### config.mk
export PLATFORM = sky130hd
export DESIGN_NAME = trigger_detector
export DESIGN_NICKNAME = d
export VERILOG_FILES = /design/src/acq_pkg.sv /design/src/trigger_detector.sv
export SDC_FILE = /design/constraint.sdc
export NUM_CORES = 1
export LEC_CHECK = 0
export CAP_MARGIN = 20
export CORE_ASPECT_RATIO = 0.6
export CORE_MARGIN = 2
export CORE_UTILIZATION = 45
export CTS_CLUSTER_SIZE = 40
export DETAILED_ROUTE_END_ITERATION = 10
export DONT_BUFFER_PORTS = 1
export SETUP_SLACK_MARGIN = 0.5
export SYNTH_ARGS = -nofsm -noshare
export SYNTH_HDL_FRONTEND = slang
export SYNTH_SLANG_ARGS = --single-unit
### constraint.sdc
create_clock -name avalon_clk -period 3.75 [get_ports avalon_clk]
set_input_delay 0.1875 -clock avalon_clk [delete_from_list [all_inputs] [get_ports avalon_clk]]
set_output_delay 0.1875 -clock avalon_clk [all_outputs]
set_load 0.03 [all_outputs]
### src/acq_pkg.sv
`default_nettype none

package acq_pkg;

	//////////////////////////////
	// sample and word geometry
	//////////////////////////////
	localparam int num_channels     = 8;                              // front-end channels
	localparam int sample_width     = 16;                             // bits per sample
	localparam int samples_per_word = 16;                             // samples in one memory word
	localparam int word_width       = sample_width * samples_per_word; // 256 bit memory word
	localparam int chan_bits        = $clog2(num_channels);           // channel index width

	localparam int stamp_width      = 16;                             // sample time stamp counter

	//////////////////////////////
	// memory address layout
	//////////////////////////////
	localparam int region_bits      = 10;                             // ring index per channel
	localparam int addr_width       = 25;                             // word address on the bus

	// words each channel still writes after the trigger word
	localparam int post_trigger_words = 4;

	typedef logic [sample_width-1:0] sample_t;
	typedef logic [word_width-1:0]   word_t;
	typedef logic [addr_width-1:0]   addr_t;
	typedef logic [stamp_width-1:0]  stamp_t;
	typedef logic [chan_bits-1:0]    chan_t;

	// ring index field, channel field sits right above it
	localparam addr_t region_mask = addr_t'((1 << region_bits) - 1);

endpackage

`default_nettype wire

### src/trigger_detector.sv
`default_nettype none

module trigger_detector (
	input  wire                                            avalon_clk,
	input  wire                                            rst_n,
	input  wire                                            sample_valid,
	input  wire acq_pkg::sample_t [acq_pkg::num_channels-1:0] samples,   // channel 0 in low bits
	input  wire acq_pkg::sample_t                          threshold,      // static during a run
	output logic                                           triggered,      // sticky until reset
	output acq_pkg::stamp_t                                trigger_stamp   // index of first crossing
);
	import acq_pkg::*;

	stamp_t                  stamp_q;   // index of the sample on the inputs now
	logic [num_channels-1:0] above;     // per channel compare result
	logic                    hit;       // valid sample over threshold on any channel
	logic                    first_hit; // the crossing that sets the trigger

	//////////////////////////////
	// parallel threshold compare
	//////////////////////////////
	always_comb begin
		for (int i = 0; i < num_channels; i++) begin
			above[i] = (samples[i] > threshold);                // strictly above as unsigned
		end
	end

	assign hit       = sample_valid && (|above);
	assign first_hit = hit && !triggered;   // later crossings are ignored

	always_ff @(posedge avalon_clk) begin
		if (!rst_n) begin
			stamp_q   <= '0;
			triggered <= 1'b0;
		end else begin
			if (sample_valid) begin
				stamp_q <= stamp_q + stamp_t'(1);               // counts valid cycles only
			end
			if (first_hit) begin
				triggered <= 1'b1;
			end
		end
	end

	// stamp of the first crossing held until the next one after reset
	always_ff @(posedge avalon_clk) begin
		if (first_hit) begin
			trigger_stamp <= stamp_q;
		end
	end

endmodule

`default_nettype wire
==> results.ini <==
[status]
status=completed

[finish]
drive_gt1_frac=0.0268
area_growth_pct=6.96
final_cell_mix=129 x ha_1, 41 x a21oi_1, 30 x nand4_1, 30 x inv_1, 23 x nand2_1
fill_cells=819
layout_commonest_cell=ha_1
fin_nets=722
antennaDiodeCount=0
final_cells=559

[setup_path]
cp_data_arrival_time_ns=2.68
end_kind=flip-flop
crit_chain=inv_1, ha_1, nand4_2, or4_1, o21ai_0, a21oi_1, or4_1, nor4_2, a21oi_1, buf_4
critical_path.max_fanout=16
cp_slowest_cell=or4_1
cp.required_ns=3.77
ff2ff_path_depth=6
start_kind=primary input
r2r_setup_slack_ns=2.03
worstSetupPathType=in -> reg
timing.rr.start=stamp_q[2]
max_stage_delay_ns=0.55
reg2reg_to=stamp_q[15]

[worst_hold_path]
min-delay-start=rst_n
hp-class=in -> reg
hold_depth=1
worst_hold_path.endpoint=stamp_q[15]

[clock_tree]
cts_setup_buffers=0
cts_root_buffer=clkbuf_16
cts_buffers=5
clkLatencyLatePin_ns=0.28
cts_resized=0
cts_tree=built
ctsHtreeMaxLevel=2
clk_pin_slew_ns=0.05
cts_sinks=33
clk_path_buf_depth=2
holdBufCountCts=0

[sta]
hold_viol=0
post-route-period-util=0.711
whs_ns=0.0291
maxClockFrequency_ghz=0.375
period_needed_ns=2.67
setup_ws_ns=1.08
setup_viol=0
clock_skew_ns=0.00384
rsz0062_at_grt=false
max-slew-margin-rel=0.663
fin_setup_tns_ns=0
finalMaxSlewViolations=0
tightest_slew_ns=0.500

[drt]
routed_wl_um=11300
post-route-drc-count=0
wl_per_cell_um=20.2
drt-pass1-iter-count=6
drtIter0Drc=211
via_per_inst=6.10
vias=3409
drtAntennaViolNets=0

[floorplan]
start_util=0.470
core_area_um2=8650
ios=164
fp.dieW_um=127
dieArea_um2=9830
rows=26
fp.dieH_um=77.6

[synthesis]
ys_types=36
syn_area_um2=4060
synth-edff-count=16
yosys_warnings=0
yosys_register_bits=33
ys_seq_area_frac=0.202
synth_nets=716
synth_cells=440
ys_async_sr_fraction=0
synth_area_leaders=ha_1 40%, edfxtp_1 12%, dfxtp_1 8.4%
synth_largest_area_cell=ha_1
synth_top_area_share=0.397
avgSynthCellArea_um2=9.24
synth_ff_type=dfxtp_1

[place]
hpwl_um=10000
dp_slack_ns=0.848
port_buffers=0
dpl.cell_count=551
gp_congestion=0.850

[global_routing]
grt_pass1_wl_um=17200
grt_antenna_before_repair=0
grt_pass1_vias=3272
grt_max_degree=18
grt-ovfl-total=0
grt_util_all_layers=0.224

[power_and_ir_drop]
internal_power_mw=0.779
p_comb_frac=0.289
clockPowerShare=0.341
power_density_nw_per_um2=263
p_leak_nw=2.10
seq_power_share=0.370
ir_drop_uv=153
power_switching_mw=0.362
swShare=0.317

[flow_run]
maxCapViolations=0

[logic make-up (layout without fill, tap and decap cells)]
| group | count (synthesis) | count (layout) | synth area share |
|---|---|---|---|
| buf+inv | 32 | 39 | 0.0296 |
| xor+xnor | 15 | 15 | 0.0323 |
| flops | 33 | 33 | 0.202 |
| simple gates | 127 | 127 | 0.177 |
| fa+ha+maj | 129 | 129 | 0.397 |
| compound gates | 102 | 102 | 0.157 |
| mux | 2 | 2 | 0.00493 |
[synthesized netlist by cell type (2+ instances only)]
library cell  instances
a21oi_1              41
edfxtp_1             16
nand2b_1              2
nand4_2               2
and3_1                7
nor2_1                5
or3_1                 2
nand3_1              12
mux2i_1               2
ha_1                129
and4_1                2
nor4_1                4
a221o_1               2
inv_1                30
o211ai_1              4
o21ai_0              13
a21o_1               18
xor2_1                3
nand2_1              23
and2_1               15
nor2b_1               8
xnor2_1              12
a2111oi_0             2
a211oi_1              4
a221oi_1              6
nor3_1               12
dfxtp_1              17
o21ai_1               3
o31ai_1               2
o21a_1                5
clkbuf_1              2
or4_1                 2
nand4_1              30
[critical path, delay by kind of cell]
family          cells  cell delay [ns]
simple gates        4             1.40
fa+ha+maj           1             0.41
buf+inv             2             0.39
compound gates      3             0.29
[how the worst max path moves through the flow]
stage	start	to
after floorplan	threshold[10]	trigger_stamp[0]
after global placement	threshold[15]	trigger_stamp[2]
after detailed placement	threshold[15]	trigger_stamp[3]
after CTS	threshold[15]	trigger_stamp[12]
after global routing	threshold[11]	trigger_stamp[2]
final	threshold[15]	trigger_stamp[2]
[sequential cells by signal, summed over array words and instances (netlist names)]
signal         count
stamp_q           16
trigger_stamp     16
triggered          1
[power groups by stage]
stage	sequential (mW)	combinational (mW)	clock (mW)
2_1_floorplan	0.426	0.252	0
3_3_place_gp	0.429	0.310	0
3_5_place_dp	0.429	0.326	0
4_1_cts	0.422	0.329	0.395
5_1_grt	0.424	0.385	0.410
6_report	0.422	0.330	0.389
[stage by stage]
stage          power [mW]  utilization  area (µm²)
2_1_floorplan       0.678            -        4060
3_3_place_gp        0.739        0.486        4200
3_5_place_dp        0.755        0.486        4200
4_1_cts              1.15        0.502        4350
5_1_grt              1.22        0.502        4350
6_report             1.14        0.502        4350
[per-layer routing]
layer	up-vias	wire length, µm	global-route usage
met1	1532	5600	0.329
li1	1713	-	-
met3	8	1030	0.0559
met5	-	0	0
met4	0	92	0.0451
met2	156	4590	0.331
[layout make-up]
class	instances	area (µm²)	area share
Clock buffer	5	125	0.0288
Clock inverter	3	17.5	0.00403
Inverter	30	113	0.0259
Multi-Input combinational cell	375	3120	0.718
Sequential cell	33	821	0.189
Tap cell	112	140	0.0322
Timing Repair Buffer	1	7.51	0.00173
Note: power is estimated with default switching activity, not from simulation.
