===== src/acq_pkg.sv =====
`default_nettype none

package acq_pkg;

	//////////////////////////////
	// sample and word geometry
	//////////////////////////////
	localparam int num_channels     = 8;                              // front-end channels
	localparam int sample_width     = 16;                             // bits per sample
	localparam int samples_per_word = 16;                             // samples in one memory word
	localparam int word_width       = sample_width * samples_per_word; // 256 bit memory word
	localparam int chan_bits        = $clog2(num_channels);           // channel index width

	localparam int stamp_width      = 16;                             // sample time stamp counter

	//////////////////////////////
	// memory address layout
	//////////////////////////////
	localparam int region_bits      = 10;                             // ring index per channel
	localparam int addr_width       = 25;                             // word address on the bus

	// words each channel still writes after the trigger word
	localparam int post_trigger_words = 4;

	typedef logic [sample_width-1:0] sample_t;
	typedef logic [word_width-1:0]   word_t;
	typedef logic [addr_width-1:0]   addr_t;
	typedef logic [stamp_width-1:0]  stamp_t;
	typedef logic [chan_bits-1:0]    chan_t;

	// ring index field, channel field sits right above it
	localparam addr_t region_mask = addr_t'((1 << region_bits) - 1);

endpackage

`default_nettype wire


===== src/channel_packer.sv =====
`default_nettype none

module channel_packer (
	input  wire                   avalon_clk,
	input  wire                   rst_n,
	input  wire                   sample_valid,   // shared strobe for all channels
	input  wire acq_pkg::sample_t sample,         // this channel's sample
	output logic                  word_ready,     // queue holds at least one word
	output acq_pkg::word_t        word_data,      // oldest queued word
	input  wire                   rd_request,     // one-cycle pop from the writer
	output logic                  overflow        // sticky, word lost to a full queue
);
	import acq_pkg::*;

	//////////////////////////////
	// word assembly
	//////////////////////////////
	logic [3:0] slot_q;      // next slot to fill
	word_t      shift_q;     // partial word, newest sample enters at the top
	word_t      word_next;   // full word once the last slot is taken
	logic       word_done;   // 16th sample of a word arrives this cycle

	assign word_next = {sample, shift_q[word_width-1:sample_width]};   // oldest ends in low bits
	assign word_done = sample_valid && (slot_q == 4'(samples_per_word - 1));

	always_ff @(posedge avalon_clk) begin
		if (!rst_n) begin
			slot_q <= '0;
		end else if (sample_valid) begin
			slot_q <= slot_q + 4'd1;                                // wraps after slot 15
		end
	end

	always_ff @(posedge avalon_clk) begin
		if (sample_valid) begin
			shift_q <= word_next;
		end
	end

	//////////////////////////////
	// two-word queue
	//////////////////////////////
	word_t      queue_mem [2];   // word storage
	logic       wr_ptr_q;        // slot for the next push
	logic       rd_ptr_q;        // slot of the oldest word
	logic [1:0] count_q;         // words held, 0 to 2
	logic       full;
	logic       pop;
	logic       push;

	assign full = (count_q == 2'd2);
	assign pop  = rd_request && (count_q != 2'd0);               // writer only pops a ready queue
	assign push = word_done && (!full || pop);                    // pop frees a slot the same cycle

	always_ff @(posedge avalon_clk) begin
		if (!rst_n) begin
			wr_ptr_q <= 1'b0;
			rd_ptr_q <= 1'b0;
			count_q  <= 2'd0;
			overflow <= 1'b0;
		end else begin
			if (push) begin
				wr_ptr_q <= ~wr_ptr_q;
			end
			if (pop) begin
				rd_ptr_q <= ~rd_ptr_q;
			end
			count_q <= count_q + 2'(push) - 2'(pop);
			if (word_done && !push) begin
				overflow <= 1'b1;                               // word dropped, stays set until reset
			end
		end
	end

	always_ff @(posedge avalon_clk) begin
		if (push) begin
			queue_mem[wr_ptr_q] <= word_next;
		end
	end

	assign word_ready = (count_q != 2'd0);    // high the cycle after the push edge
	assign word_data  = queue_mem[rd_ptr_q];

endmodule

`default_nettype wire


===== config.mk =====
export PLATFORM = sky130hd
export DESIGN_NAME = channel_packer
export DESIGN_NICKNAME = d
export VERILOG_FILES = /design/src/acq_pkg.sv /design/src/channel_packer.sv
export SDC_FILE = /design/constraint.sdc
export NUM_CORES = 1
export LEC_CHECK = 0
export BUFFER_PORTS_ARGS = -buffer_cell sky130_fd_sc_hd__clkbuf_2
export CORE_MARGIN = 5
export CORE_UTILIZATION = 44
export DETAILED_ROUTE_END_ITERATION = 10
export MAX_ROUTING_LAYER = met4
export SYNTH_ARGS = -nofsm -noshare
export SYNTH_HDL_FRONTEND = slang
export SYNTH_SLANG_ARGS = --single-unit

===== constraint.sdc =====
create_clock -name avalon_clk -period 13 [get_ports avalon_clk]
set_input_delay 1.95 -clock avalon_clk [delete_from_list [all_inputs] [get_ports avalon_clk]]
set_output_delay 1.95 -clock avalon_clk [all_outputs]
set_load 0.01 [all_outputs]

==> qor.txt <==
=================================================================================================
Post-route setup TNS                                                                         0 ps
Post-CTS setup buffer count                                                                     0
Max-slew violation total from the final report                                                  0
Wire length of the first global-routing pass                                             64700 µm
Leakage power of the design                                                               10.4 nW
Setup slack on the worst flop-to-flop path                                                9110 ps
Number of input and output port buffers inserted                                              277
Area overhead of the layout relative to synthesis                                           17.6%
Type of origin of the critical path                                                     flip-flop
Vias/cell                                                                                    4.79
Area of the multi-input gates                                                            3130 µm²
Total via count after detailed routing                                                      10777
Placed standard-cell area                                                               28400 µm²
Die Area                                                                                64600 µm²
Cells resized by post-CTS repair                                                                0
Sinks on Clock Net                                                                            762
Num CTS Buffers                                                                                76
Max Fanout on Critical Path                                                                    67
Type of the most critical hold path                                                  flip-flop to flip-flop
Clock root cell                                                                      sky130_fd_sc_hd__clkbuf_16
GR met2 Demand/Resource                                                                     19.7%
Deepest clock path buffer count                                                                 3
Synthesized net count                                                                        1104
Post-layout min period                                                                    5780 ps
Die outline width                                                                          254 µm
Sum of buffers and inverters on the critical path                                               3
Pwr/cell area                                                                          160 nW/µm²
Initial Utilization                                                                         44.4%
Half-perimeter wire length after placement                                               24400 µm
Area share of the largest cell type after synthesis                                         86.1%
Final routed wirelength across all metal layers                                          43000 µm
Global-route usage over all layers                                                          13.4%
Cell accounting for the most synthesized area                                        sky130_fd_sc_hd__edfxtp_1
Type of the setup path with the least slack                                          flip-flop to output pin
Maximum number of pins on one net before global-route repair                                  160
Post-detailed-route count of antenna-violating nets                                             0
Clock latency on the worst-skew pair                                                       590 ps
Grt met1 use                                                                                17.3%
Total I/O pin count                                                                           278
Htree depth                                                                                     3
Final clock period utilization by the worst path                                            44.4%
Standard cell core area                                                                 59000 µm²
Relative slew margins                                                                       28.7%
Biggest cell delay along the critical path                                                 860 ps
Leading post-synthesis cells by cell area                                            sky130_fd_sc_hd__edfxtp_1 86%, sky130_fd_sc_hd__mux2_2 11%, sky130_fd_sc_hd__buf_6 1.1%
Share of the yosys chip area belonging to registers                                         86.9%
Wire length per cell                                                                      19.1 µm
Height of the chip                                                                         254 µm
WP data arrival                                                                           3830 ps
Cell family contributing the most delay on the critical path                         buffers and inverters
Final instance area                                                                     30800 µm²
Mapped Area                                                                             26200 µm²
Peak VDD IR                                                                              0.105 mV
Slowest stage cell on the critical path                                              sky130_fd_sc_hd__dfxtp_4
Count of yosys warnings during synthesis                                                        0
Register clock-pin slew on the reported worst setup and hold paths                          60 ps
Number of nets in the layout                                                                 1442
TritonCTS clock tree                                                                          yes
Number of hold buffers added after CTS                                                          0
Number of distinct library cell variants in the gate-level netlist after synthesis             23
Residual DRC                                                                                    0
Actual slew at the worst max-slew pin                                                     1070 ps
Vias in the first global route                                                              11233
Final hold viol count                                                                           0
Sort of element at the end of the critical path                                        output pin
Initial antenna violation count                                                                 0
Worst Clk Skew                                                                            13.3 ps
Maximum clock frequency                                                                 0.173 GHz
GRT Residual Overflow                                                                           0
Average cell area after synthesis                                                        24.2 µm²
Total of flip-flops plus latches after synthesis                                              762
Drt pass-1 iters                                                                                4
Number of max-cap violations                                                                    0
Setup repair after global routing missed its margin                                         false
Synth Instances                                                                              1081
Total design power                                                                        4.93 mW
Global routing met3 resource utilization                                                    5.33%
Cells along the critical path                                                        buf_4 -> buf_4 -> mux2_2 -> clkbuf_2
Area taken by flip-flops and latches                                                    22800 µm²
Most frequent cell on the critical path                                              sky130_fd_sc_hd__buf_4
Critical Path RT                                                                         11050 ps
Number of standard-cell rows in the floorplan                                                  89
Number of violations reported at the end of detailed-routing iteration 0                      572
Ratio of cells with drive above 1 in the final layout                                       44.0%
Busiest grt layer                                                                            met2
Final setup viols                                                                               0
Result of the run                                                                    complete, no violations
Placer congestion estimate                                                                  0.724
FILL cells                                                                                   4659
=================================================================================================
[where the power goes]
group / switching [mW] / internal, mW / leakage (nW) / total (mW)
Clock: 0.858 / 1.26 / 1.18 / 2.12
Sequential: 0.0287 / 2.75 / 7.03 / 2.78
Combinational: 0.0192 / 0.00407 / 2.24 / 0.0233
Total: 0.906 / 4.02 / 10.4 / 4.93
[flip-flops by register name (all words and copies together) (netlist names), named ones only]
signal / flops
rd_ptr_q: 1
shift_q: 240
count_q: 2
queue_mem: 512
slot_q: 4
overflow: 1
wr_ptr_q: 1
[final timing paths]
| path | startpoint | endpoint | cells past startpoint |
|---|---|---|---|
| setup / recovery | flip-flop | word_data[43] | 4 |
| hold / removal | shift_q[19]$_DFFE_PP_ | queue_mem[1][3]$_DFFE_PP_ | 0 |
| setup reg to reg | slot_q[0]$_SDFFE_PN0P_ | queue_mem[0][69]$_DFFE_PP_ | 6 |
| hold reg to reg | shift_q[19]$_DFFE_PP_ | queue_mem[1][3]$_DFFE_PP_ | 0 |
[synthesized netlist by cell type]
| library cell | n |
|---|---|
| sky130_fd_sc_hd__dfxtp_1 | 10 |
| sky130_fd_sc_hd__nor3b_1 | 1 |
| sky130_fd_sc_hd__mux2i_1 | 2 |
| sky130_fd_sc_hd__inv_1 | 2 |
| sky130_fd_sc_hd__or2_2 | 1 |
| sky130_fd_sc_hd__buf_2 | 1 |
| sky130_fd_sc_hd__nor2_1 | 2 |
| sky130_fd_sc_hd__edfxtp_1 | 752 |
| sky130_fd_sc_hd__and4_1 | 1 |
| sky130_fd_sc_hd__nand4_1 | 1 |
| sky130_fd_sc_hd__clkbuf_1 | 1 |
| sky130_fd_sc_hd__and2_1 | 5 |
| sky130_fd_sc_hd__xnor2_1 | 5 |
| sky130_fd_sc_hd__a21oi_1 | 1 |
| sky130_fd_sc_hd__ha_1 | 3 |
| sky130_fd_sc_hd__nor2b_1 | 4 |
| sky130_fd_sc_hd__nand2b_1 | 1 |
| sky130_fd_sc_hd__o21a_1 | 1 |
| sky130_fd_sc_hd__xor2_1 | 1 |
| sky130_fd_sc_hd__nand2_1 | 3 |
| sky130_fd_sc_hd__mux2_2 | 256 |
| sky130_fd_sc_hd__buf_6 | 26 |
| sky130_fd_sc_hd__buf_4 | 1 |
[final cells by class]
cell class | instances | area share, %
sequential | 762 | 73.9
multi-input combinational | 288 | 10.2
clock buffer | 99 | 6.59
timing repair buffer | 289 | 4.86
tap | 773 | 3.14
clock inverter | 36 | 1.31
inverter | 2 | 0.0244
antenna | 1 | 0.00812
[kinds of logic (layout without fill, tap and decap cells)]
logic type / count (synthesis) / in the layout / share of synthesized area [%]
fa+ha+maj: 3 / 3 / 0.143
simple gates: 19 / 19 / 0.420
compound gates: 2 / 2 / 0.0477
mux: 258 / 258 / 11.1
xor+xnor: 6 / 6 / 0.200
flops: 762 / 762 / 86.9
buf+inv: 31 / 426 / 1.21
other cells: 0 / 1 / 0
[routing by layer]
| layer | vias to the layer above | share of wire [%] | wire length, µm |
|---|---|---|---|
| li1 | 5015 | - | - |
| met1 | 5430 | 43 | 18300 |
| met2 | 265 | 47 | 20100 |
| met3 | 67 | 8.8 | 3800 |
| met4 | 0 | 2.0 | 865 |
| met5 | - | 0 | 0 |
[cells in the final DEF, fill, tap and decap left out, types with 5 or more instances in the layout]
cell                          n
sky130_fd_sc_hd__dfxtp_1      9
sky130_fd_sc_hd__mux2_2     256
sky130_fd_sc_hd__clkinv_1    13
sky130_fd_sc_hd__clkbuf_16   78
sky130_fd_sc_hd__clkbuf_2   276
sky130_fd_sc_hd__edfxtp_1   752
sky130_fd_sc_hd__and2_1       5
sky130_fd_sc_hd__clkinv_2     6
sky130_fd_sc_hd__clkbuf_1    21
sky130_fd_sc_hd__buf_4       11
sky130_fd_sc_hd__bufinv_16    8
sky130_fd_sc_hd__xnor2_1      5
[per-stage QoR]
step,std cells,hold slack [ps],util (%),worst slack (ps)
after global placement,2114,422,48.1,6970
after floorplan,1081,421,-,-749
after CTS,2249,433,52.2,7080
after global routing,2249,433,52.2,6940
after detailed placement,2114,434,48.1,6950
final,2250,438,52.2,7220
Power figures use the tool's default switching activity.
